===== src/include/sdram_defines.svh =====
`ifndef SDRAM_DEFINES_SVH
`define SDRAM_DEFINES_SVH

// Device geometry.
`define SDRAM_COL_W 9
`define SDRAM_ROW_W 13
`define SDRAM_BANK_W 2

// Timing in controller clock cycles.
`define SDRAM_CAS_LAT 2
`define SDRAM_TRCD 2
`define SDRAM_TRP 2
`define SDRAM_TRFC 7
`define SDRAM_INIT_CYCLES 200
`define SDRAM_REFRESH_CYCLES 780

// One receiver entry per link.
`define SDRAM_CREDITS 1

`endif


===== src/rtl/sdram_pkg.sv =====
`default_nettype none
`include "sdram_defines.svh"

package sdram_pkg;

  typedef logic [31:0] axi_addr_t;
  typedef logic [3:0]  axi_id_t;
  typedef logic [31:0] data_t;
  typedef logic [3:0]  strb_t;

  // Column, row, bank from the low bits up.
  typedef logic [`SDRAM_COL_W+`SDRAM_ROW_W+`SDRAM_BANK_W-1:0] word_addr_t;

  typedef logic [`SDRAM_ROW_W-1:0] sdram_a_t;

  typedef enum logic [3:0] {
    INIT_WAIT,
    INIT_PRECHARGE,
    INIT_REFRESH,
    INIT_MODE,
    IDLE,
    ACTIVATE,
    ACCESS,
    READ_WAIT,
    PRECHARGE_WAIT,
    REFRESH_WAIT
  } ctrl_state_t;

endpackage

`default_nettype wire


===== src/rtl/mem_req_if.sv =====
`timescale 1ns/1ns
`default_nettype none

interface mem_req_if
  import sdram_pkg::*;
();

  logic       valid;
  logic       write;
  word_addr_t addr;
  data_t      wdata;
  strb_t      strb;

  // One-cycle pulse per completed request, rdata valid alongside.
  logic       credit;
  data_t      rdata;

  modport requester (
    output valid, write, addr, wdata, strb,
    input  credit, rdata
  );

  modport server (
    input  valid, write, addr, wdata, strb,
    output credit, rdata
  );

endinterface

`default_nettype wire


===== src/rtl/req_arbiter.sv =====
`timescale 1ns/1ns
`default_nettype none
`include "sdram_defines.svh"

module req_arbiter
  import sdram_pkg::*;
(
  input  wire          clk_i,
  input  wire          rst_n_i,
  mem_req_if.server    wr_req,
  mem_req_if.server    rd_req,
  mem_req_if.requester mem
);

  logic [1:0] credits_q;
  logic       wr_pend_q;
  logic       rd_pend_q;
  logic       rr_q;
  logic       owner_q;
  logic       mem_valid_q;
  logic       grant;
  logic       grant_rd;
  word_addr_t wr_addr_q;
  data_t      wr_wdata_q;
  strb_t      wr_strb_q;
  word_addr_t rd_addr_q;
  word_addr_t mem_addr_q;
  data_t      mem_wdata_q;
  strb_t      mem_strb_q;

  // rr_q high gives the read slot priority.
  assign grant    = (credits_q != '0) && (wr_pend_q || rd_pend_q);
  assign grant_rd = rd_pend_q && (!wr_pend_q || rr_q);

  always_ff @(posedge clk_i or negedge rst_n_i) begin
    if (!rst_n_i) begin
      credits_q   <= 2'(`SDRAM_CREDITS);
      wr_pend_q   <= 1'b0;
      rd_pend_q   <= 1'b0;
      rr_q        <= 1'b0;
      owner_q     <= 1'b0;
      mem_valid_q <= 1'b0;
    end else begin
      mem_valid_q <= grant;
      credits_q   <= credits_q + 2'(mem.credit) - 2'(grant);
      if (grant) begin
        owner_q <= grant_rd;
        rr_q    <= !grant_rd;
      end
      if (wr_req.valid) begin
        wr_pend_q <= 1'b1;
      end else if (wr_req.credit) begin
        wr_pend_q <= 1'b0;
      end
      if (rd_req.valid) begin
        rd_pend_q <= 1'b1;
      end else if (rd_req.credit) begin
        rd_pend_q <= 1'b0;
      end
    end
  end

  always_ff @(posedge clk_i) begin
    if (wr_req.valid) begin
      wr_addr_q  <= wr_req.addr;
      wr_wdata_q <= wr_req.wdata;
      wr_strb_q  <= wr_req.strb;
    end
    if (rd_req.valid) begin
      rd_addr_q <= rd_req.addr;
    end
    if (grant) begin
      mem_addr_q  <= grant_rd ? rd_addr_q : wr_addr_q;
      mem_wdata_q <= wr_wdata_q;
      mem_strb_q  <= wr_strb_q;
    end
  end

  assign mem.valid = mem_valid_q;
  assign mem.write = !owner_q;
  assign mem.addr  = mem_addr_q;
  assign mem.wdata = mem_wdata_q;
  assign mem.strb  = mem_strb_q;

  // Completion goes back to whichever port owns the access.
  assign wr_req.credit = mem.credit && !owner_q;
  assign rd_req.credit = mem.credit && owner_q;
  assign wr_req.rdata  = mem.rdata;
  assign rd_req.rdata  = mem.rdata;

endmodule

`default_nettype wire


===== src/flat_wrapper.sv =====
// flat-port wrapper written by rule: the top's interface ports become plain ports
module req_arbiter_flat import sdram_pkg::*;
  (clk_i, rst_n_i, wr_req_valid, wr_req_write, wr_req_addr, wr_req_wdata, wr_req_strb, wr_req_credit, wr_req_rdata, rd_req_valid, rd_req_write, rd_req_addr, rd_req_wdata, rd_req_strb, rd_req_credit, rd_req_rdata, mem_valid, mem_write, mem_addr, mem_wdata, mem_strb, mem_credit, mem_rdata);
  mem_req_if wr_req_i ();
  mem_req_if rd_req_i ();
  mem_req_if mem_i ();
  input  wire clk_i;
  input  wire rst_n_i;
  input wire logic [$bits(wr_req_i.valid)-1:0] wr_req_valid;
  input wire logic [$bits(wr_req_i.write)-1:0] wr_req_write;
  input wire logic [$bits(wr_req_i.addr)-1:0] wr_req_addr;
  input wire logic [$bits(wr_req_i.wdata)-1:0] wr_req_wdata;
  input wire logic [$bits(wr_req_i.strb)-1:0] wr_req_strb;
  output wire logic [$bits(wr_req_i.credit)-1:0] wr_req_credit;
  output wire logic [$bits(wr_req_i.rdata)-1:0] wr_req_rdata;
  input wire logic [$bits(rd_req_i.valid)-1:0] rd_req_valid;
  input wire logic [$bits(rd_req_i.write)-1:0] rd_req_write;
  input wire logic [$bits(rd_req_i.addr)-1:0] rd_req_addr;
  input wire logic [$bits(rd_req_i.wdata)-1:0] rd_req_wdata;
  input wire logic [$bits(rd_req_i.strb)-1:0] rd_req_strb;
  output wire logic [$bits(rd_req_i.credit)-1:0] rd_req_credit;
  output wire logic [$bits(rd_req_i.rdata)-1:0] rd_req_rdata;
  output wire logic [$bits(mem_i.valid)-1:0] mem_valid;
  output wire logic [$bits(mem_i.write)-1:0] mem_write;
  output wire logic [$bits(mem_i.addr)-1:0] mem_addr;
  output wire logic [$bits(mem_i.wdata)-1:0] mem_wdata;
  output wire logic [$bits(mem_i.strb)-1:0] mem_strb;
  input wire logic [$bits(mem_i.credit)-1:0] mem_credit;
  input wire logic [$bits(mem_i.rdata)-1:0] mem_rdata;
  assign wr_req_i.valid = wr_req_valid;
  assign wr_req_i.write = wr_req_write;
  assign wr_req_i.addr = wr_req_addr;
  assign wr_req_i.wdata = wr_req_wdata;
  assign wr_req_i.strb = wr_req_strb;
  assign wr_req_credit = wr_req_i.credit;
  assign wr_req_rdata = wr_req_i.rdata;
  assign rd_req_i.valid = rd_req_valid;
  assign rd_req_i.write = rd_req_write;
  assign rd_req_i.addr = rd_req_addr;
  assign rd_req_i.wdata = rd_req_wdata;
  assign rd_req_i.strb = rd_req_strb;
  assign rd_req_credit = rd_req_i.credit;
  assign rd_req_rdata = rd_req_i.rdata;
  assign mem_valid = mem_i.valid;
  assign mem_write = mem_i.write;
  assign mem_addr = mem_i.addr;
  assign mem_wdata = mem_i.wdata;
  assign mem_strb = mem_i.strb;
  assign mem_i.credit = mem_credit;
  assign mem_i.rdata = mem_rdata;
  req_arbiter u_core (.clk_i(clk_i), .rst_n_i(rst_n_i), .wr_req(wr_req_i), .rd_req(rd_req_i), .mem(mem_i));
endmodule

===== config.mk =====
export PLATFORM = sky130hd
export DESIGN_NAME = req_arbiter_flat
export DESIGN_NICKNAME = d
export VERILOG_FILES = /design/src/rtl/sdram_pkg.sv /design/src/rtl/mem_req_if.sv /design/src/rtl/req_arbiter.sv /design/src/flat_wrapper.sv
export VERILOG_INCLUDE_DIRS = /design/src /design/src/include
export SDC_FILE = /design/constraint.sdc
export NUM_CORES = 1
export LEC_CHECK = 0
export ABC_AREA = 1
export ABC_CLOCK_PERIOD_IN_PS = 5900
export BUFFER_PORTS_ARGS = -buffer_cell sky130_fd_sc_hd__buf_2
export CORE_UTILIZATION = 45
export CTS_CLUSTER_SIZE = 16
export DETAILED_ROUTE_END_ITERATION = 12
export GPL_TIMING_DRIVEN = 0
export PLACE_DENSITY_LB_ADDON = 0.3
export SETUP_SLACK_MARGIN = 0.15
export SLEW_MARGIN = 5
export SYNTH_ARGS = -nofsm -noshare
export SYNTH_HDL_FRONTEND = slang
export SYNTH_SLANG_ARGS = --single-unit

===== constraint.sdc =====
create_clock -name clk_i -period 5.9 [get_ports clk_i]
set_input_delay 0.885 -clock clk_i [delete_from_list [all_inputs] [get_ports clk_i]]
set_output_delay 0.885 -clock clk_i [all_outputs]
set_load 0.01 [all_outputs]

After elaboration in Yosys (flattened, before gate mapping)

Index checks and enable logic that the tools add are counted.

Bits in registers: 151
Memory bits (read-only): 0
Logic and storage cells: 32
Bits in writable memories: 0
Memories: 0
Output and inout bits: 128
Bits of input ports: 159
Latch bits: 0

Multiply operators: 0
Div/mod/pow operators: 0
Bitwise logic cells: 0
Equal/unequal tests: 0
Shift operators: 0
Reduce and logical (&&, ||, !) cells: 12
Add/sub/neg operators: 2
Muxes and demuxes: 5
$lt $le $gt $ge: 0

Operators with widths:

| operator                  | count |
|---|---|
| 2-to-1 mux 24 bit         | 1 |
| nonzero test 2 bit        | 3 |
| logical AND 1 bit         | 4 |
| 2-to-1 mux 1 bit          | 4 |
| logical NOT 1 bit         | 3 |
| adder 2 x 1 -> 2 bit      | 1 |
| logical OR 1 bit          | 2 |
| subtractor 2 x 1 -> 2 bit | 1 |

Longest topological paths before layout

Depth after elaboration: 4
Gate-level depth with buffers: 9

Least setup slack after synthesis

No wires, ideal clock.

Path kind: reg2reg
Start: register u_core.credits_q[0]
End: register u_core.credits_q[1]
Data arrival time: 4.073 ns
Path slack: 1.711 ns
Buffers on the path: 0
Data required time: 5.784 ns
Cell stages (with the launch flop): 9
Clock period less this slack: 4.189 ns
Cells stage by stage: dfstp_2 nor2_1 nor2_1 ha_1 inv_1 ha_1 inv_1 nand2_1 nand2_1

Cells in the longest elaborated chain, start to end: 3

RTL lines:

| what                      | RTL line          | RTL |
|---|---|---|
| from (decl)               | req_arbiter.sv:15 | `logic [1:0] credits_q;` |
| from (signal assigned)    | req_arbiter.sv:37 | `` credits_q <= 2'(`SDRAM_CREDITS); `` |
| from (signal assigned)    | req_arbiter.sv:45 | `credits_q <= credits_q + 2'(mem.credit) - 2'(grant);` |
| nonzero test 2 bit        | req_arbiter.sv:32 | `assign grant = (credits_q != '0) && (wr_pend_q \|\| rd_pend_q);` |
| logical AND 1 bit         | req_arbiter.sv:32 |  |
| net u_core.grant          | req_arbiter.sv:21 | `logic grant;` |
| subtractor 2 x 1 -> 2 bit | req_arbiter.sv:45 |  |

The timed path passes the listed nets, and every way through them passes these cells.
A chain may end at the register's enable or synchronous reset.

Worst setup path after layout

Start: input port mem_credit
End: output port wr_req_credit

Cells in the longest elaborated chain, start to end: 1

RTL lines:

| what              | RTL line           | RTL |
|---|---|---|
| from (decl)       | flat_wrapper.sv:28 | `input wire logic [$bits(mem_i.credit)-1:0] mem_credit;` |
| logical AND 1 bit | req_arbiter.sv:86  | `assign wr_req.credit = mem.credit && !owner_q;` |
| to (decl)         | flat_wrapper.sv:14 | `output wire logic [$bits(wr_req_i.credit)-1:0] wr_req_credit;` |

Every way passes these cells.

==> metrics.md <==
| Metric | Value |
|---|---|
| Status | completed |
| Die height | 112.7 microns |
| Layer carrying the most global-route usage | met2 |
| Number of diodes | 0 |
| Worst setup SP type | input port |
| I/O Pins | 287 |
| Global Route Usage Sum | 0.1744 |
| Worst R2R Setup Slack | 3910 ps |
| Post-Syn Nets | 493 |
| Met1 Use GR | 0.1705 |
| Worst slew pin tran | 801.3 ps |
| M3 GR Usage | 0.06427 |
| Pwr Density | 467.1 nW/um^2 |
| Drt pass-1 iters | 4 |
| Longest Clk Path Bufs | 2 |
| CTS Hold Buffers Added | 0 |
| Yosys Warn Count | 0 |
| Area of the die | 12,710 sq um |
| DRC | 0 |
| Yosys reg bits | 151 |
| Maximum VDD drop | 264.7 uV |
| Final nets | 730 |
| Fill cell count | 918 |
| Avg Cell Area, Syn | 16.62 sq um |
| # Max-Cap Violations | 0 |
| Antenna viol nets, final | 0 |
| IO Port Bufs | 216 |
| Placed instance area | 6844 sq um |
| DP Wirelength | 7765 microns |
| Sum Neg Setup Slack | 0 ps |
| Seq/Total Area, Yosys | 0.8158 |
| Setup Fix Bufs, Post-CTS | 0 |
| Crit path to | wr_req_credit |
| Via-to-Cell Ratio | 4.598 |
| Final cell count without fillers | 728 |
| Routed WL | 10,550 microns |
| Area grow syn2layout | 35.18% |
| Initial antenna violation count | 0 |
| Met2 Use GR | 0.3333 |
| CTS tree | built |
| Largest net degree at the start of global routing | 62 |
| CTS buffer count | 17 |
| Most frequent cells in the layout | 219 x buf_2, 144 x edfxtp_1, 66 x buf_4 |
| Register Area | 4501 sq um |
| Hold Path Class | in2async |
| Cells after synthesis | 332 |
| Minimum clock period | 2228 ps |
| Core box area | 11,960 sq um |
| Max Clk Rate | 0.4488 GHz |
| Area of the multi-input gates | 451.7 sq um |
| Resize count post-CTS | 0 |
| Routed via count | 3,347 |
| CP Class | in2out |
| Rel. slew slack | 0.4658 |
| Fin crit share | 0.3776 |
| Worst Skew | 6.799 ps |
| Crit-path max FO | 3 |
| Design Power | 3.483 mW |
| GR Overflow Total | 0 |
| Final Cell Area | 7457 sq um |
| Unrepaired setup endpoints after global routing | no |
| Layout cells sized above 1 | 0.5525 |
| Setup crit start | mem_credit |
| Netlist cell types | 14 |
| Synthesized area | 5517 sq um |
| Crit end category | output port |
| Slew Viols, Final | 0 |
| Placed insts | 697 |
| DR WL/cell | 14.49 microns |
| Number of global-route vias before repair | 3,260 |
| Die Width | 112.7 microns |
| Commonest non-fill, non-tap cell in the layout | buf_2 |
| R2R Path End | u_core.credits_q[1] |
| GPL Wtd Cong | 0.6691 |
| CP arrival | 1340 ps |
| Initial DRC count | 114 |
| Initial Util | 0.4612 |
| CTS H-Tree Depth | 4 |
| RR Startpoint | u_core.credits_q[0] |
| First-pass GRT wire length | 15,900 microns |
| Rows | 40 |
| Root Driver | clkbuf_16 |
| Clk Latency, worst-skew pair | 410 ps |
| Final hold violations | 0 |
| Pleak | 3.372 nW |
| Finish-stage setup viols | 0 |
| Worst R2R Path Depth | 8 |
| CTS Sinks | 151 |
| Worst-path clk slew | 60 ps |
| Critical Path RT | 5020 ps |
| Layout Utilization | 0.6234 |
worst min-delay path by stage:
stage / endpoint / slack [ps]
after floorplan: u_core.mem.strb[0] / 400
after CTS: u_core.mem.valid / 300
after detailed placement: u_core.mem.wdata[13] / 410
final: u_core.mem.valid / 310
after global placement: u_core.mem.strb[3] / 400
after global routing: u_core.mem.valid / 300
where the power goes:
group          switching [mW]  total [mW]  internal, mW
clock network           0.395        1.10         0.703
registers              0.0658        1.58          1.51
logic                   0.491       0.810         0.318
kinds of logic after synthesis:
group / after synthesis / synth area share
fa+ha+maj: 2 / 0.004535
buf+inv: 82 / 0.1037
compound gates: 3 / 0.003627
flops: 151 / 0.8158
simple gates: 94 / 0.07235
Yosys cell counts (all sizes together):
cell,count,area share
dfstp,1,0.0048
nand3,25,0.023
inv,11,0.0075
buf,71,0.096
nor2,4,0.0027
a21oi,1,0.00091
edfxtp,144,0.78
nand2,65,0.047
ha,2,0.0045
dfrtp,6,0.027
o21bai,2,0.0027
layer usage:
metal  share of wire  vias up
met4           0.011        0
met3           0.083       13
li1                -     1582
met1            0.34     1583
met5               0        -
met2            0.56      169
final cells by class:
class                      instances  share of cell area
timing repair buffer             218              0.1527
tap                              147             0.02466
multi-input combinational         99             0.06057
sequential                       151              0.6035
buffer                            71             0.07114
clock buffer                      18             0.05755
clock inverter                    13             0.02433
inverter                          11            0.005537
critical path, cell delays in order:
cell and delay (ps):
buf_2 110, inv_1 40, nor2_1 140, buf_2 170
through the flow:
step	setup slack, ps	hold WS (ps)
floorplan	1711	400.3
global placement	478.8	400.4
detailed placement	3509	406.6
CTS	3667	295.2
global route	3615	303.0
finish	3672	311.3
state kept, by name, summed over array words and instances (netlist names):
register           cells
u_core.mem.wdata      32
u_core.wr_wdata_q     32
u_core.mem.addr       24
u_core.rd_addr_q      24
u_core.wr_addr_q      24
u_core.mem.strb        4
u_core.wr_strb_q       4
u_core.credits_q       2
u_core.mem.valid       1
u_core.owner_q         1
u_core.rd_pend_q       1
u_core.rr_q            1
u_core.wr_pend_q       1
No activity file was read; power rests on OpenSTA's default activity.
