## config.mk

```make
export PLATFORM = sky130hd
export DESIGN_NAME = axi_read_port_flat
export DESIGN_NICKNAME = d
export VERILOG_FILES = /design/src/rtl/sdram_pkg.sv /design/src/rtl/mem_req_if.sv /design/src/rtl/axi_read_port.sv /design/src/flat_wrapper.sv
export VERILOG_INCLUDE_DIRS = /design/src /design/src/include
export SDC_FILE = /design/constraint.sdc
export NUM_CORES = 1
export LEC_CHECK = 0
export ABC_AREA = 1
export BUFFER_PORTS_ARGS = -buffer_cell sky130_fd_sc_hd__buf_2
export CAP_MARGIN = 0
export CORE_MARGIN = 2
export CORE_UTILIZATION = 30
export CTS_BUF_LIST = sky130_fd_sc_hd__clkbuf_4 sky130_fd_sc_hd__clkbuf_8
export DETAILED_ROUTE_END_ITERATION = 10
export GPL_TIMING_DRIVEN = 0
export HOLD_SLACK_MARGIN = 0.08
export PLACE_DENSITY = 0.74
export SKIP_LAST_GASP = 1
export SLEW_MARGIN = 40
export SYNTH_ARGS = -nofsm -noshare
export SYNTH_HDL_FRONTEND = slang
export SYNTH_SLANG_ARGS = --single-unit
```

## constraint.sdc

```tcl
create_clock -name clk_i -period 1.5 [get_ports clk_i]
set_input_delay 0.15 -clock clk_i [delete_from_list [all_inputs] [get_ports clk_i]]
set_output_delay 0.15 -clock clk_i [all_outputs]
set_load 0.01 [all_outputs]
```

## src/include/sdram_defines.svh

```systemverilog
`ifndef SDRAM_DEFINES_SVH
`define SDRAM_DEFINES_SVH

// Device geometry.
`define SDRAM_COL_W 9
`define SDRAM_ROW_W 13
`define SDRAM_BANK_W 2

// Timing in controller clock cycles.
`define SDRAM_CAS_LAT 2
`define SDRAM_TRCD 2
`define SDRAM_TRP 2
`define SDRAM_TRFC 7
`define SDRAM_INIT_CYCLES 200
`define SDRAM_REFRESH_CYCLES 780

// One receiver entry per link.
`define SDRAM_CREDITS 1

`endif

```

## src/rtl/sdram_pkg.sv

```systemverilog
`default_nettype none
`include "sdram_defines.svh"

package sdram_pkg;

  typedef logic [31:0] axi_addr_t;
  typedef logic [3:0]  axi_id_t;
  typedef logic [31:0] data_t;
  typedef logic [3:0]  strb_t;

  // Column, row, bank from the low bits up.
  typedef logic [`SDRAM_COL_W+`SDRAM_ROW_W+`SDRAM_BANK_W-1:0] word_addr_t;

  typedef logic [`SDRAM_ROW_W-1:0] sdram_a_t;

  typedef enum logic [3:0] {
    INIT_WAIT,
    INIT_PRECHARGE,
    INIT_REFRESH,
    INIT_MODE,
    IDLE,
    ACTIVATE,
    ACCESS,
    READ_WAIT,
    PRECHARGE_WAIT,
    REFRESH_WAIT
  } ctrl_state_t;

endpackage

`default_nettype wire

```

## src/rtl/mem_req_if.sv

```systemverilog
`timescale 1ns/1ns
`default_nettype none

interface mem_req_if
  import sdram_pkg::*;
();

  logic       valid;
  logic       write;
  word_addr_t addr;
  data_t      wdata;
  strb_t      strb;

  // One-cycle pulse per completed request, rdata valid alongside.
  logic       credit;
  data_t      rdata;

  modport requester (
    output valid, write, addr, wdata, strb,
    input  credit, rdata
  );

  modport server (
    input  valid, write, addr, wdata, strb,
    output credit, rdata
  );

endinterface

`default_nettype wire

```

## src/rtl/axi_read_port.sv

```systemverilog
`timescale 1ns/1ns
`default_nettype none
`include "sdram_defines.svh"

module axi_read_port
  import sdram_pkg::*;
(
  input  wire            clk_i,
  input  wire            rst_n_i,
  input  wire            arvalid_i,
  input  wire axi_addr_t araddr_i,
  input  wire axi_id_t   arid_i,
  output logic           arready_o,
  input  wire            rready_i,
  output logic           rvalid_o,
  output logic [1:0]     rresp_o,
  output data_t          rdata_o,
  output logic           rlast_o,
  output axi_id_t        rid_o,
  mem_req_if.requester   req
);

  logic [1:0] credits_q;
  logic       busy_q;
  logic       req_valid_q;
  logic       rvalid_q;
  logic       accept;
  word_addr_t addr_q;
  axi_id_t    id_q;
  data_t      rdata_q;

  assign accept    = arvalid_i && !busy_q && (credits_q != '0);
  assign arready_o = accept;

  always_ff @(posedge clk_i or negedge rst_n_i) begin
    if (!rst_n_i) begin
      credits_q   <= 2'(`SDRAM_CREDITS);
      busy_q      <= 1'b0;
      req_valid_q <= 1'b0;
      rvalid_q    <= 1'b0;
    end else begin
      req_valid_q <= accept;
      credits_q   <= credits_q + 2'(req.credit) - 2'(req_valid_q);
      if (accept) begin
        busy_q <= 1'b1;
      end else if (rvalid_q && rready_i) begin
        busy_q <= 1'b0;
      end
      if (req.credit) begin
        rvalid_q <= 1'b1;
      end else if (rready_i) begin
        rvalid_q <= 1'b0;
      end
    end
  end

  always_ff @(posedge clk_i) begin
    if (accept) begin
      addr_q <= araddr_i[$bits(word_addr_t)+1:2];
      id_q   <= arid_i;
    end
    // Held until rready.
    if (req.credit) begin
      rdata_q <= req.rdata;
    end
  end

  assign req.valid = req_valid_q;
  assign req.write = 1'b0;
  assign req.addr  = addr_q;
  assign req.wdata = '0;
  assign req.strb  = '0;

  assign rvalid_o = rvalid_q;
  assign rresp_o  = 2'b00;
  assign rdata_o  = rdata_q;
  assign rlast_o  = 1'b1;
  assign rid_o    = id_q;

endmodule

`default_nettype wire

```

## src/flat_wrapper.sv

```systemverilog
// flat-port wrapper written by rule: the top's interface ports become plain ports
module axi_read_port_flat import sdram_pkg::*;
  (clk_i, rst_n_i, arvalid_i, araddr_i, arid_i, arready_o, rready_i, rvalid_o, rresp_o, rdata_o, rlast_o, rid_o, req_valid, req_write, req_addr, req_wdata, req_strb, req_credit, req_rdata);
  mem_req_if req_i ();
  input  wire clk_i;
  input  wire rst_n_i;
  input  wire arvalid_i;
  input  wire axi_addr_t araddr_i;
  input  wire axi_id_t arid_i;
  output logic arready_o;
  input  wire rready_i;
  output logic rvalid_o;
  output logic [1:0] rresp_o;
  output data_t rdata_o;
  output logic rlast_o;
  output axi_id_t rid_o;
  output wire logic [$bits(req_i.valid)-1:0] req_valid;
  output wire logic [$bits(req_i.write)-1:0] req_write;
  output wire logic [$bits(req_i.addr)-1:0] req_addr;
  output wire logic [$bits(req_i.wdata)-1:0] req_wdata;
  output wire logic [$bits(req_i.strb)-1:0] req_strb;
  input wire logic [$bits(req_i.credit)-1:0] req_credit;
  input wire logic [$bits(req_i.rdata)-1:0] req_rdata;
  assign req_valid = req_i.valid;
  assign req_write = req_i.write;
  assign req_addr = req_i.addr;
  assign req_wdata = req_i.wdata;
  assign req_strb = req_i.strb;
  assign req_i.credit = req_credit;
  assign req_i.rdata = req_rdata;
  axi_read_port u_core (.clk_i(clk_i), .rst_n_i(rst_n_i), .arvalid_i(arvalid_i), .araddr_i(araddr_i), .arid_i(arid_i), .arready_o(arready_o), .rready_i(rready_i), .rvalid_o(rvalid_o), .rresp_o(rresp_o), .rdata_o(rdata_o), .rlast_o(rlast_o), .rid_o(rid_o), .req(req_i));
endmodule
```

-- Word level (Yosys, flattened, before mapping)
Index checks and enable logic that the tools add are counted.
W data, S select, Z words.
- register bits: 65
- input port bits: 73
- output and inout bits: 103
- add/sub/neg operators: 2
- muxes and demuxes: 4
- reductions and logical operators: 7
- operators with widths (kind ; count):
    $reduce_bool A2 Y1 ; 3
    $mux W1 ; 4
    $logic_and A1 B1 Y1 ; 3
    $add A2 B1 Y2 ; 1
    $sub A2 B1 Y2 ; 1
    $logic_not A1 Y1 ; 1

-- Logic depth before layout (Yosys ltp)
Gate-level depths: netlist (run 1).
- depth after elaboration: 4
- gate-level depth with buffers: 7
- depth with buffers taken out: 7

-- Worst setup path after synthesis (run 1)
Ideal clock, no wire load.
- path type: reg-to-reg
- from: register u_core.credits_q[0]
- to: register u_core.addr_q[0], in the netlist u_core.req.addr[0] (enable)
- arrival: 1206 ps
- required time: 1114 ps
- slack: -93 ps
- cell stages (with the launch flop): 3
- path buffers: 0
- period minus slack after synthesis: 1593 ps
- cells stage by stage: dfstp_2 > o21ai_1 > inv_1
- cells in the longest elaborated chain, start to end: 2
- ends and longest elaborated chain (item ; line ; text):
    start, declared ; axi_read_port.sv:23 ; logic [1:0] credits_q;
    start signal, assigned ; axi_read_port.sv:37 ; credits_q <= 2'(`SDRAM_CREDITS);
    start signal, assigned ; axi_read_port.sv:43 ; credits_q <= credits_q + 2'(req.credit) - 2'(req_valid_q);
    $reduce_bool A2 Y1 ; axi_read_port.sv:32 ; assign accept = arvalid_i && !busy_q && (credits_q != '0);
    $logic_and A1 B1 Y1 ; axi_read_port.sv:32 ;
    via arready_o ; flat_wrapper.sv:10 ; output logic arready_o;
    end signal, assigned ; axi_read_port.sv:59 ; addr_q <= araddr_i[$bits(word_addr_t)+1:2];
    end, declared ; axi_read_port.sv:28 ; word_addr_t addr_q;
The timed path passes the listed nets, and every way through them passes these cells.
A chain may end at the register's enable or synchronous reset.

-- Worst setup path in the final report (run 1)
- from: register u_core.credits_q[1]
- to: output port arready_o
- cells in the longest elaborated chain, start to end: 2
- ends and longest elaborated chain (item ; line):
    $reduce_bool A2 Y1 ; axi_read_port.sv:32
    $logic_and A1 B1 Y1 ; axi_read_port.sv:32
    end, declared ; flat_wrapper.sv:10
No other way between the ends.

==> results.ini, run 1 <==
[die]
die_y_um=92.4
die_w_um=92.4
io_pins=176
die_area_um2=8540
row_count=32
coreArea_um2=7650
initial_utilization_pct=30.7

[place]
gp_congestion=0.667
dp_hpwl_mm=3.52
pre_cts_ws_ns=-0.215
post-place-cells=396
portBuffers=127

[synthesis]
syn_area_per_cell_um2=18.2
postSynthCellCount=129
synth_area_um2=2340
ys_seq_area_share_pct=82.2
ys_types=13
ys_seq_elements=65
ys_warn_count=0

[pwr]
power.total_mw=5.09
powerDensity_nw_per_um2=1230
vdd_drop_max_uv=486
power.leakage_nw=1.95

[worst_setup_path]
cp_max_fo=3
cpLargestDelayFamily=flip-flops
worst-setup-path-type=reg -> out
cpPeakStageDelay_ns=0.41
end_kind=output port
cp-start-kind=flop
worstPathArrival_ns=1.25
crit_path_cell_trace=o21ai_4, clkinvlp_4, buf_2
r2r-start=u_core.credits_q[1]
required_ns=1.35
crit_start=u_core.credits_q[1]
cp_slowest_cell=dfrtp_1
path_buf_inv=2

[final_layout]
drive_above_1_share_pct=50.5
syn_to_final_growth_pct=76.1
n_antenna_cell=0
layoutNonFillerInstCount=478
layout.nets=446

[clocking]
cts_tree=built
cts_buffer_depth=2
cts.reportedPaths.clkPinSlew_ns=0.07
numCtsBuffers=9
clkSinkCount=65
clkLatencyLatePin_ns=0.33
root_buffer=clkbuf_8
cts-htree-levels=3

[sta]
max_freq_mhz=714
fin_hold_ws_ns=0.153
period_share_pct=93.3
period_needed_ns=1.40
hold_viol_final=0
drv_slew=0
fin_ws_ns=0.0998
setup_violations=0
skew_ns=0.00482
tightest_slew_ns=0.754
slew_headroom_pct=49.8
grt_setup_unrepaired=no

[routing]
drc=0
via_per_inst=3.67
drt-initial-drc-count=34
dr_wl_met3_um=345
routed_wl_mm=5.51
wl_met2_mm=2.98
antenna_left=0
wl_met1_mm=2.00
vias=1756
highest_layer=met4
drt-pass1-iter-count=4
detail_route.wl_per_cell_um=11.5

[grt]
grt_max_degree=35
antenna_found_initial=0
grt_first_pass_wirelength_mm=8.17
grt_pass1_vias=1764
grt-ovfl-total=0
track_usage_pct=12.8

[status]
status=finished clean

[worst_hold_path]
hold_path_class=in -> async

[run]
cap_violations=0

layer usage:
metal | global-route usage, % | up-vias
li1 | - | 854
met1 | 13.4 | 803
met2 | 22.7 | 84
met3 | 3.66 | 15
met4 | 7.21 | 0
met5 | 0 | -
worst register-to-register path, cell delays in order, from the launching register on:
cell        delay (ns)
dfrtp_1           0.41
o21ai_4           0.22
clkinvlp_4        0.36
power by group:
part           leakage [nW]  internal, mW  switching [mW]
clock                 0.111         0.946           0.655
sequential            0.632          2.34          0.0932
combinational          1.20         0.497           0.558
registers in the layout (all words and copies together), names as in the netlist:
register,count
u_core.rid_o,4
u_core.rvalid_o,1
u_core.req.addr,24
u_core.busy_q,1
u_core.req.valid,1
u_core.rdata_o,32
u_core.credits_q,2
layout by cell type (no fill, tap or decap):
cell / instances
clkinv_1: 1
clkbuf_8: 9
clkinvlp_4: 2
nand2_1: 7
ha_1: 2
clkinv_4: 1
nor2_1: 1
dfrtp_1: 4
buf_4: 43
conb_1: 40
o21bai_1: 1
inv_1: 7
buf_2: 127
clkinv_2: 2
o21ai_4: 1
edfxtp_1: 60
nand3_1: 1
clkbuf_4: 1
dlygate4sd3_1: 62
nand2_2: 1
dfstp_2: 1
bufinv_16: 2
kinds of logic (layout without fill, tap and decap cells):
kind of cell             Yosys count  in the layout  share of synthesized area, %
other                              2             40                         0.320
buffers and inverters             48            257                          14.1
adder cells (fa/ha/maj)            2              2                          1.07
AND/OR/NAND/NOR                   10             10                          1.76
flip-flops                        65             65                          82.2
AO/OA/AOI/OAI                      2              2                         0.534
stage by stage:
stage / instance area (um2) / TNS (ns) / utilization [%]
2_1_floorplan: 2490 / 0 / -
3_3_place_gp: 3250 / -4.10 / 42.6
3_5_place_dp: 3250 / -5.09 / 42.6
4_1_cts: 4120 / 0 / 53.8
5_1_grt: 4130 / 0 / 54.0
6_report: 4130 / 0 / 54.0
layout make-up:
| class | count | area [um2] |
|---|---|---|
| Tap cell | 102 | 128 |
| Buffer | 40 | 300 |
| Sequential cell | 65 | 1930 |
| Clock buffer | 10 | 131 |
| Timing Repair inverter | 1 | 7.51 |
| Multi-Input combinational cell | 54 | 240 |
| Inverter | 8 | 33.8 |
| Clock inverter | 6 | 82.6 |
| Timing Repair Buffer | 192 | 1280 |
| Fill cell | 634 | 3520 |
synth_stat cells:
library cell  instances  area [um2]
edfxtp_1             60        1800
o21bai_1              1        7.51
buf_4                40         300
nand2_2               1        6.26
nor2_1                1        3.75
nand3_1               1        5.00
nand2_1               7        26.3
inv_1                 8        30.0
ha_1                  2        25.0
conb_1                2        7.51
dfstp_2               1        26.3
dfrtp_1               4         100
o21ai_1               1        5.00
timing repair:
| action | in CTS | in global routing |
|---|---|---|
| hold endpoints to repair | 67 | 0 |
| pin swaps | 0 | 1 |
| resized for setup | 3 | 0 |
| setup buffers | 1 | 2 |
| setup endpoints to repair | 30 | 1 |
| cloned | 1 | 0 |
| hold buffers | 62 | 0 |
final timing paths:
kind / endpoint / slack, ns / depth (start not counted)
min in group clk_i: u_core.busy_q / 0.30 / 6
max in group asynchronous: u_core.credits_q[0] / 1.13 / 2
max: arready_o / 0.1 / 3
max reg2reg: u_core.req.addr[11] / 0.18 / 2
min reg2reg: u_core.busy_q / 0.49 / 2
min: u_core.req.valid / 0.15 / 2
No activity file was read; power rests on OpenSTA's default activity.
==> run 2, diff against run 1 <==
CORE_UTILIZATION = 37   (was 30)
PLACE_DENSITY = 0.87   (was 0.74)
==> run 2 against run 1 <==
Effect of this change: combinational power is 7% higher; routed wire length is 7.0% higher; die area is 18% lower; clock skew is 0.0053 ns higher; utilization is 13 points higher; non-clock buffer count is 1 higher; setup slack worse by 0.028 ns; cell count is 5.0% lower; maximum frequency is 1.9% lower; flip-flop and latch count stayed put; largest cell class unchanged.
==> results.ini, run 2 (synthesis results as in run 1) <==
[clocking]
cts-htree-levels=3
cts_tree=built
clkSinkCount=65
cts.reportedPaths.clkPinSlew_ns=0.08
numCtsBuffers=9
root_buffer=clkbuf_8
cts_buffer_depth=2
clkLatencyLatePin_ns=0.33

[grt]
track_usage_pct=17.3
grt_first_pass_wirelength_mm=9.07
grt-ovfl-total=0
antenna_found_initial=0
grt_max_degree=35
grt_pass1_vias=1878

[die]
coreArea_um2=6240
io_pins=176
die_area_um2=6990
die_w_um=83.6
die_y_um=83.6
row_count=29
initial_utilization_pct=37.6

[sta]
tightest_slew_ns=0.742
setup_violations=0
skew_ns=0.0101
hold_viol_final=0
period_share_pct=95.2
drv_slew=0
fin_hold_ws_ns=0.172
max_freq_mhz=700
slew_headroom_pct=50.5
grt_setup_unrepaired=yes
period_needed_ns=1.43

[worst_hold_path]
hold_path_class=in -> async

[final_layout]
fillers=468
n_antenna_cell=0
multi_input_area_um2=243
drive_above_1_share_pct=51.2
final_common_cell=buf_2
syn_to_final_growth_pct=77.5
largest_reg_flops=32
layout_common_cells=buf_2, dlygate4sd3_1, edfxtp_1
regArea_um2=1930
design_area_um2=4160
layout.nets=447

[worst_setup_path]
end_kind=output port
cp_max_fo=3
worst-setup-path-type=reg -> out
required_ns=1.35
rrSetupSlack_ns=0.08
cp-start-kind=flop
worstPathArrival_ns=1.28

[pwr]
powerDensity_nw_per_um2=1300
vdd_drop_max_uv=822
power.leakage_nw=1.97

[routing]
detail_route.wl_per_cell_um=13.0
vias=1751
drc=0
via_per_inst=3.86
antenna_left=0
drt-pass1-iter-count=4
drt-initial-drc-count=61
routed_wl_mm=5.89

[place]
dp_hpwl_mm=3.51
place_area_um2=3220
portBuffers=127
gp_congestion=0.673

[status]
status=finished clean

[run]
cap_violations=0

## run 2: changes by cell type in the layout (fill, tap and decap cells not counted)
cell,change
bufinv_16,+1
clkinv_1,-1
nor2_2,+1
inv_6,+3
buf_2,-1
clkinv_2,-2
clkbuf_4,-1
buf_12,+1
nor2_1,-1
buf_6,+1
## run 2: critical path, stage by stage (launching register included)
cell	delay (ns)
dfrtp_1	0.41
o21ai_4	0.24
clkinvlp_4	0.15
buf_6	0.14
## run 2: per-stage QoR
step	TNS (ns)	power [mW]	std cells	utilization [%]	setup WS [ns]
after detailed placement	-5.95	3.31	371	51.6	-0.249
after global routing	-0.000193	5.64	454	66.7	-0.000193
after global placement	-3.83	3.27	371	51.6	-0.172
after floorplan	0	2.92	167	-	0.00290
after CTS	0	5.40	453	66.4	0.0609
final	0	5.39	454	66.7	0.0722
## run 2: where the power goes
part           internal (mW)  switching, mW
Clock                   1.12          0.699
Combinational          0.545          0.582
Sequential              2.34          0.104
## run 2: final timing paths
path | endpoint | startpoint | depth (start not counted)
max in group asynchronous | u_core.credits_q[0] | rst_n_i | 2
min reg2reg | u_core.busy_q | u_core.busy_q | 2
max reg2reg | u_core.req.addr[11] | u_core.credits_q[1] | 3
min in group clk_i | u_core.busy_q | arvalid_i | 6
min | u_core.credits_q[1] | rst_n_i | 2
max | arready_o | u_core.credits_q[1] | 3
## run 2: area by class of cell
cell class | count | share of cell area, %
sequential | 65 | 46.3
buffer | 40 | 7.21
inverter | 8 | 0.812
clock inverter | 7 | 3.01
tap | 77 | 2.31
multi-input combinational | 54 | 5.83
timing repair buffer | 193 | 31.3
timing repair inverter | 1 | 0.180
clock buffer | 9 | 2.98
## run 2: per-layer routing
metal	vias to the layer above	GRT usage [%]	share of wire [%]	wire, um
met5	-	0	0	0
met4	0	9.68	2.5	147
met3	11	3.46	4.8	280
met2	75	34.0	58	3430
met1	812	16.3	35	2040
li1	853	-	-	-
## run 2: timing repair
| item | 4_1_cts | 5_1_grt |
|---|---|---|
| setup endpoints to repair | 30 | 15 |
| cloned | 1 | 0 |
| hold buffers | 62 | 0 |
| pin swaps | 1 | 1 |
| buffers inserted | 3 | 1 |
| gates resized for setup | 3 | 2 |
| endpoints found under the hold margin | 67 | 0 |
==> run 3, diff against run 2 <==
BUFFER_PORTS_ARGS = -buffer_cell sky130_fd_sc_hd__clkbuf_2   (was -buffer_cell sky130_fd_sc_hd__buf_2)
CORE_ASPECT_RATIO = 1.1   (was not set)
GPL_ROUTABILITY_DRIVEN = 0   (was not set)
==> run 3 against run 2 <==
Effect of this change: routed wire length decreased by 1.1%; utilization fell by 0.34 points; clock-buffer cell count stayed put; critical endpoint unchanged; largest power group unchanged.
==> results.ini, run 3 (synthesis results as in run 1) <==
[sta]
skew_ns=0.00909
period_share_pct=93.3
setup_violations=0
fin_tns_setup_ns=0
grt_setup_unrepaired=no
max_freq_mhz=715
fin_ws_ns=0.101
tightest_slew_ns=0.725
drv_slew=0
slew_headroom_pct=51.7
period_needed_ns=1.40
hold_viol_final=0

[routing]
drt-pass1-iter-count=5
via_per_inst=3.85
drc=0
routed_wl_mm=5.83
drt-initial-drc-count=69
detail_route.wl_per_cell_um=12.8
vias=1751
antenna_left=0

[die]
coreArea_um2=6160
io_pins=176
row_count=30
initial_utilization_pct=38.1
die_y_um=87.5
die_area_um2=6990
die_w_um=79.9

[worst_setup_path]
cp_max_fo=3
path_buf_inv=2
cp-start-kind=flop
worstPathArrival_ns=1.25
r2r-start=u_core.credits_q[1]
end_kind=output port
worst-setup-path-type=reg -> out
cp_slowest_cell=dfrtp_1
cpLargestDelayFamily=flip-flops
cpPeakStageDelay_ns=0.41
required_ns=1.35
crit_path_cell_trace=o21ai_4, clkinvlp_4, clkbuf_2
crit_start=u_core.credits_q[1]

[final_layout]
layout.nets=445
layoutNonFillerInstCount=455
n_antenna_cell=0
layout_common_cells=clkbuf_2, dlygate4sd3_1, edfxtp_1
final_util_pct=66.4
drive_above_1_share_pct=50.9
syn_to_final_growth_pct=74.2
largest_reg_flops=32
final_common_cell=clkbuf_2

[pwr]
power.leakage_nw=1.96
powerDensity_nw_per_um2=1220
vdd_drop_max_uv=843

[grt]
track_usage_pct=17.0
grt_max_degree=35
grt_first_pass_wirelength_mm=8.56
antenna_found_initial=0
grt-ovfl-total=0
grt_pass1_vias=1772

[clocking]
clkLatencyLatePin_ns=0.34
clkSinkCount=65
cts-htree-levels=3
cts_buffer_depth=2
cts_tree=built
numCtsBuffers=9
cts.reportedPaths.clkPinSlew_ns=0.08
root_buffer=clkbuf_8

[place]
post-place-cells=374
dp_hpwl_mm=3.73
portBuffers=127
pre_cts_ws_ns=-0.210

[run]
cap_violations=0

[status]
status=finished clean

[worst_hold_path]
hold_path_class=in -> async

-- run 3: stage by stage --
stage / power, mW / hold WS (ns) / cell area [um2]
after floorplan: 2.92 / -0.146 / 2490
after global placement: 3.28 / -0.0292 / 3230
after detailed placement: 3.33 / -0.0264 / 3230
after CTS: 5.01 / 0.136 / 4080
after global routing: 5.28 / 0.142 / 4090
final: 4.99 / 0.142 / 4090
-- run 3: final timing paths --
| kind | to | cells after the start | slack [ns] |
|---|---|---|---|
| max | arready_o | 3 | 0.10 |
| min | u_core.req.valid | 2 | 0.14 |
| min in group clk_i | u_core.busy_q | 5 | 0.19 |
| max reg2reg | u_core.req.addr[8] | 2 | 0.15 |
| max in group asynchronous | u_core.credits_q[0] | 2 | 1.13 |
| min reg2reg | u_core.busy_q | 2 | 0.52 |
-- run 3: what timing repair did --
action	CTS	global route
hold buffers	62	0
resized for setup	3	1
endpoints found under the setup margin	30	1
gates cloned	1	0
buffers inserted	1	1
hold endpoints to repair	67	0
pin swaps	0	1
-- run 3: metal layers --
metal  GRT usage (%)  up-vias  share of wire [%]
li1                -      851                  -
met1            17.5      790                 33
met2            30.9       92                 58
met3            4.77       18                6.0
met4            9.40        0                3.0
met5               0        -                  0
-- run 3: layout make-up --
type / count / area (um2)
clock inverter: 7 / 77.6
tap: 80 / 100
buffer: 40 / 300
fill: 445 / 2070
clock buffer: 9 / 124
timing repair inverter: 1 / 7.51
timing repair buffer: 191 / 1270
multi-input combinational: 54 / 243
sequential: 65 / 1930
inverter: 8 / 33.8
-- run 3: power breakdown --
group	internal [mW]	switching, mW
clock	0.781	0.705
combinational	0.484	0.576
sequential	2.34	0.110
total	3.60	1.39
-- run 3: worst register-to-register path: stages, from the launching register on --
cell and delay [ns]:
dfrtp_1 0.41, o21ai_4 0.24, clkinvlp_4 0.38
